**src/obj_defines.svh**
```systemverilog
//----------------------------------------------------------
// Object engine sizes
//----------------------------------------------------------
`ifndef OBJ_DEFINES_SVH
`define OBJ_DEFINES_SVH

// Entries in the attribute RAM
`define OBJ_COUNT     32

// Objects kept for one line
`define OBJ_MAX_HITS  6

// Visible pixels, h bit 8 low
`define OBJ_LINE_W    256

// Clocks in a whole line
`define OBJ_H_TOTAL   384

// Object width and height in pixels
`define OBJ_SIZE      16

`endif

```
**src/obj_pkg.sv**
```systemverilog
//----------------------------------------------------------
// Object engine types
//----------------------------------------------------------
`default_nettype none

package obj_pkg;

	// One attribute entry, CPU byte 0 in the top bits
	typedef struct packed {
		logic [7:0] y;
		logic       flip_y;
		logic       flip_x;
		logic [5:0] code;
		logic [3:0] color;
		logic [3:0] reserved;
		logic [7:0] x;
	} obj_attr_t;

	// Kept object, row already y-flipped
	typedef struct packed {
		logic [5:0] code;
		logic [3:0] row;
		logic       flip_x;
		logic [3:0] color;
		logic [7:0] x;
	} obj_hit_t;

	// CPU strobe port
	typedef struct packed {
		logic [6:0] addr;
		logic [7:0] wdata;
		logic       we;
		logic       re;
	} cpu_bus_t;

	// Pattern download, addr bit 0 picks the high byte
	typedef struct packed {
		logic [12:0] addr;
		logic [7:0]  data;
		logic        we;
	} dl_bus_t;

	// Beam position from the video timing
	typedef struct packed {
		logic [8:0] h;
		logic [7:0] v;
	} video_pos_t;

	// Line buffer pixel, pix 0 is transparent
	typedef struct packed {
		logic [3:0] color;
		logic [1:0] pix;
	} obj_pix_t;

endpackage

`default_nettype wire

```
**src/obj_line_scan.sv**
```systemverilog
//----------------------------------------------------------
// Object line scanner
//----------------------------------------------------------
`timescale 1ns/1ns
`default_nettype none
`include "obj_defines.svh"

module obj_line_scan (
	input  wire                   CLK_24M,
	input  wire                   RST_4L,
	input  obj_pkg::video_pos_t   pos,
	output logic [4:0]            scan_idx,
	input  obj_pkg::obj_attr_t    scan_attr,
	output obj_pkg::obj_hit_t     hits [`OBJ_MAX_HITS],
	output logic [2:0]            hit_count
);

	import obj_pkg::*;

	logic       scan_vld;
	logic [7:0] next_v;
	logic [7:0] dy;
	logic       is_hit;
	logic       take;

	// Object h[4:0] is read during h 0..31
	assign scan_idx = pos.h[4:0];

	// Scan targets the following line
	assign next_v = pos.v + 8'd1;
	assign dy     = next_v - scan_attr.y;
	assign is_hit = scan_vld && (dy < 8'(`OBJ_SIZE));

	// Stop appending once the list is full
	assign take = is_hit && (hit_count < 3'(`OBJ_MAX_HITS));

	//----------------------------------------------------------
	// Control
	//----------------------------------------------------------
	always_ff @(posedge CLK_24M or negedge RST_4L)
	begin
		if (!RST_4L)
		begin
			scan_vld  <= 1'b0;
			hit_count <= 3'd0;
		end
		else
		begin
			// RAM data lags the index by one clock
			scan_vld <= (pos.h < 9'(`OBJ_COUNT));
			if (pos.h == 9'd0)
				hit_count <= 3'd0;
			else if (take)
				hit_count <= hit_count + 3'd1;
		end
	end

	//----------------------------------------------------------
	// Hit list
	//----------------------------------------------------------
	always_ff @(posedge CLK_24M)
	begin
		if (take)
		begin
			hits[hit_count].code   <= scan_attr.code;
			// y-flip turns row d into 15 - d
			hits[hit_count].row    <= scan_attr.flip_y ? ~dy[3:0] : dy[3:0];
			hits[hit_count].flip_x <= scan_attr.flip_x;
			hits[hit_count].color  <= scan_attr.color;
			hits[hit_count].x      <= scan_attr.x;
		end
	end

endmodule

`default_nettype wire

```
**config.mk**
```make
export PLATFORM = sky130hd
export DESIGN_NAME = obj_line_scan
export DESIGN_NICKNAME = d
export VERILOG_FILES = /design/src/obj_pkg.sv /design/src/obj_line_scan.sv
export VERILOG_INCLUDE_DIRS = /design/src
export SDC_FILE = /design/constraint.sdc
export NUM_CORES = 1
export LEC_CHECK = 0
export ABC_AREA = 1
export CORE_MARGIN = 10
export CORE_UTILIZATION = 30
export DETAILED_ROUTE_END_ITERATION = 7
export DONT_BUFFER_PORTS = 1
export HOLD_SLACK_MARGIN = 0.12
export SLEW_MARGIN = 20
export SYNTH_ARGS = -nofsm -noshare
export SYNTH_HDL_FRONTEND = slang
export SYNTH_SLANG_ARGS = --single-unit
```
**constraint.sdc**
```tcl
create_clock -name CLK_24M -period 2.64 [get_ports CLK_24M]
set_input_delay 0 -clock CLK_24M [delete_from_list [all_inputs] [get_ports CLK_24M]]
set_output_delay 0 -clock CLK_24M [all_outputs]
set_load 0.01 [all_outputs]
```
==> results_dict.tcl <==
set metrics [dict create \
    switching_power_uw 1150 \
    synth.lib_cells_used.distinct 23 \
    power_uw 5190 \
    synth_top_area_cell "edfxtp_1" \
    die_w_um 152 \
    endpoint_kind "flop" \
    finalMaxSlewViolations 0 \
    synth.most_common_cell "edfxtp_1" \
    root_buffer "clkbuf_16" \
    drive_gt1_frac 0.148 \
    clkPwrFrac 0.439 \
    synth.top_cells.by_count "edfxtp_1 (138), nor2_1 (63), inv_1 (33)" \
    finalHoldViolations 0 \
    critical_path_buf_inv_count 3 \
    io_pins 197 \
    final.setup.tns_ns 0 \
    ys_ff_latch 142 \
    routed_wl_mm 13.4 \
    synth.top_cell.area_share 0.793 \
    vias_per_cell 4.37 \
    power_density_nw_per_um2 795 \
    cpPeakStageDelay_ns 0.41 \
    die_h_um 152 \
    wl_per_cell_um 21.5 \
    min_path_type "input pin to flop" \
    cp_cell_sequence "inv_1, ha_1, inv_1, ha_1, fa_1, nand2_1, nand2_1, nand3_1, nand3_1, nand2_2, nand3_4, nor2_4, buf_12" \
    p_leak_uw 0.00237 \
    grt_overflow 0 \
    cts.sinks 142 \
    diodes 0 \
    postCtsSetupBuffers 0 \
    nets 451 \
    core_sq_um 17200 \
    syn_area_per_cell_sq_um 16.0 \
    io_buffer_count 0 \
    synthArstFlopShare 0.0282 \
    drt_pass1_iterations 4 \
    synth-main-ff-cell "edfxtp_1" \
    crit_required_ns 2.75 \
    p_int_uw 4040 \
    synth_area_leaders "edfxtp_1 (79%), nor2_1 (4.5%), ha_1 (3.4%), inv_1 (2.4%), nand2_1 (2.3%)" \
    finalCritPeriodShare 0.754 \
    ant_nets 0 \
    switching_share 0.222 \
    fmax_ghz 0.502 \
    max-cap-violations 0 \
    wl_met3_mm 1.27 \
    cp_max_fo 19 \
    syn_inst 327 \
    p_comb_frac 0.070 \
    cp.arrival_ns 2.10 \
    dr.first_iter.drc_count 152 \
    grt_pass1_vias 3002 \
    cts_tree "done" \
    cts_buffers 17 \
    status "finished clean" \
    peakVddDrop_uv 389 \
    worst_slew_pin_slew_ns 0.468 \
    grt_max_degree 20 \
    syn2layout_area_growth_pct 25.0 \
    critical_path.top_delay_family "adder cells" \
    yosysWarnings 0 \
    rsz0062_at_grt "false" \
    htreeDepth 4 \
    setup.worst_path.start_class "input pin" \
    top_layer_used "met4" \
    clk_pin_slew_worst_paths_ns 0.06 \
    drc 0 \
    grt_usage 0.116 \
    finalCriticalPeriod_ns 1.99 \
    placementRows 48 \
    cp_slowest_cell "fa_1" \
    cts_buffer_depth 2 \
    grt_pass1_wl_mm 19.8 \
    place.gp.congestion 0.814 \
    initial_utilization 0.304 \
    syn_nets 393 \
    place_hpwl_mm 9.77 \
    vias 2724 \
    die_area_sq_um 23100 \
    fin_worst_skew_ns 0.0101 \
    synth.cell_area_sq_um 5220 \
    m1WireLength_mm 5.04 \
    p_seq_frac 0.491 \
    clock_latency_ns 0.42 \
    synth-edff-count 138 \
    maxSlewHeadroom 0.686 \
    wl_met2_mm 6.88 \
    seq_area_frac_synth 0.813 \
    path_class "input pin to flop" \
    antenna_found_initial 0 \
    setup_viol 0 \
]
[per-layer routing]
metal,vias to the layer above,global-route usage
met5,-,0
met2,132,0.194
met4,0,0.0486
li1,1258,-
met1,1318,0.117
met3,16,0.0635
[per-stage QoR]
stage	hold WS (ns)	util	setup slack [ns]	cell area, sq um	instances
2_1_floorplan	-0.296	-	-0.243	5220	327
3_3_place_gp	-0.295	0.329	0.263	5650	560
3_5_place_dp	-0.295	0.329	0.211	5650	560
4_1_cts	0.183	0.380	0.639	6530	623
5_1_grt	0.192	0.380	0.494	6530	623
6_report	0.179	0.380	0.649	6530	623
[cell usage in the layout, fill, tap and decap left out, drive strengths merged, types with 5 or more instances in the layout]
master       instances
clkinv               5
dlygate4sd3         31
clkbuf              18
inv                 38
edfxtp             138
nand3               19
buf                 15
nor2                64
ha                  14
nand2               34
[registers in the layout, indices dropped and copies added (netlist names)]
signal / count
hits: 138
scan_vld: 1
hit_count: 3
[cells by family after synthesis]
kind of cell,after synthesis,synth area share
adder cells (fa/ha/maj),15,0.0374
AO/OA/AOI/OAI,3,0.00551
XOR/XNOR,6,0.0101
flip-flops,142,0.813
buffers and inverters,42,0.0355
AND/OR/NAND/NOR,119,0.0989
[final timing paths]
check | end | start | slack [ns] | cells after the start
worst max-delay path | hits[8] | pos[1] | 0.65 | 13
min in group asynchronous | scan_vld | RST_4L | 0.40 | 2
worst max register to register | hits[86] | hit_count[2] | 0.73 | 4
worst min-delay path | hits[106] | pos[0] | 0.18 | 3
max in group asynchronous | hit_count[0] | RST_4L | 2.07 | 2
worst min register to register | hit_count[0] | hit_count[0] | 0.73 | 2
[worst min-delay path, cell delays in order]
cell    delay, ns
ha_1         0.13
ha_1         0.13
xor2_1       0.14
[area by class of cell]
cell class                      instances  area [sq um]
Fill cell                            1607         10600
Sequential cell                       142          4240
Multi-Input combinational cell        143           813
Timing Repair Buffer                   46           485
Clock buffer                           18           429
Tap cell                              225           282
Clock inverter                         14           143
Inverter                               35           131
[timing repair]
item,in CTS,in global routing
hold endpoints to repair,151,0
resized for setup,0,0
hold buffers,31,0
[power groups by stage]
| stage | Combinational (uW) | Sequential [uW] | Clock, uW |
|---|---|---|---|
| finish | 365 | 2550 | 2280 |
| global route | 424 | 2550 | 2440 |
| CTS | 374 | 2550 | 2330 |
| detailed placement | 317 | 2590 | 0 |
| global placement | 307 | 2590 | 0 |
| floorplan | 236 | 2580 | 0 |
Note: power is estimated with default switching activity, not from simulation.
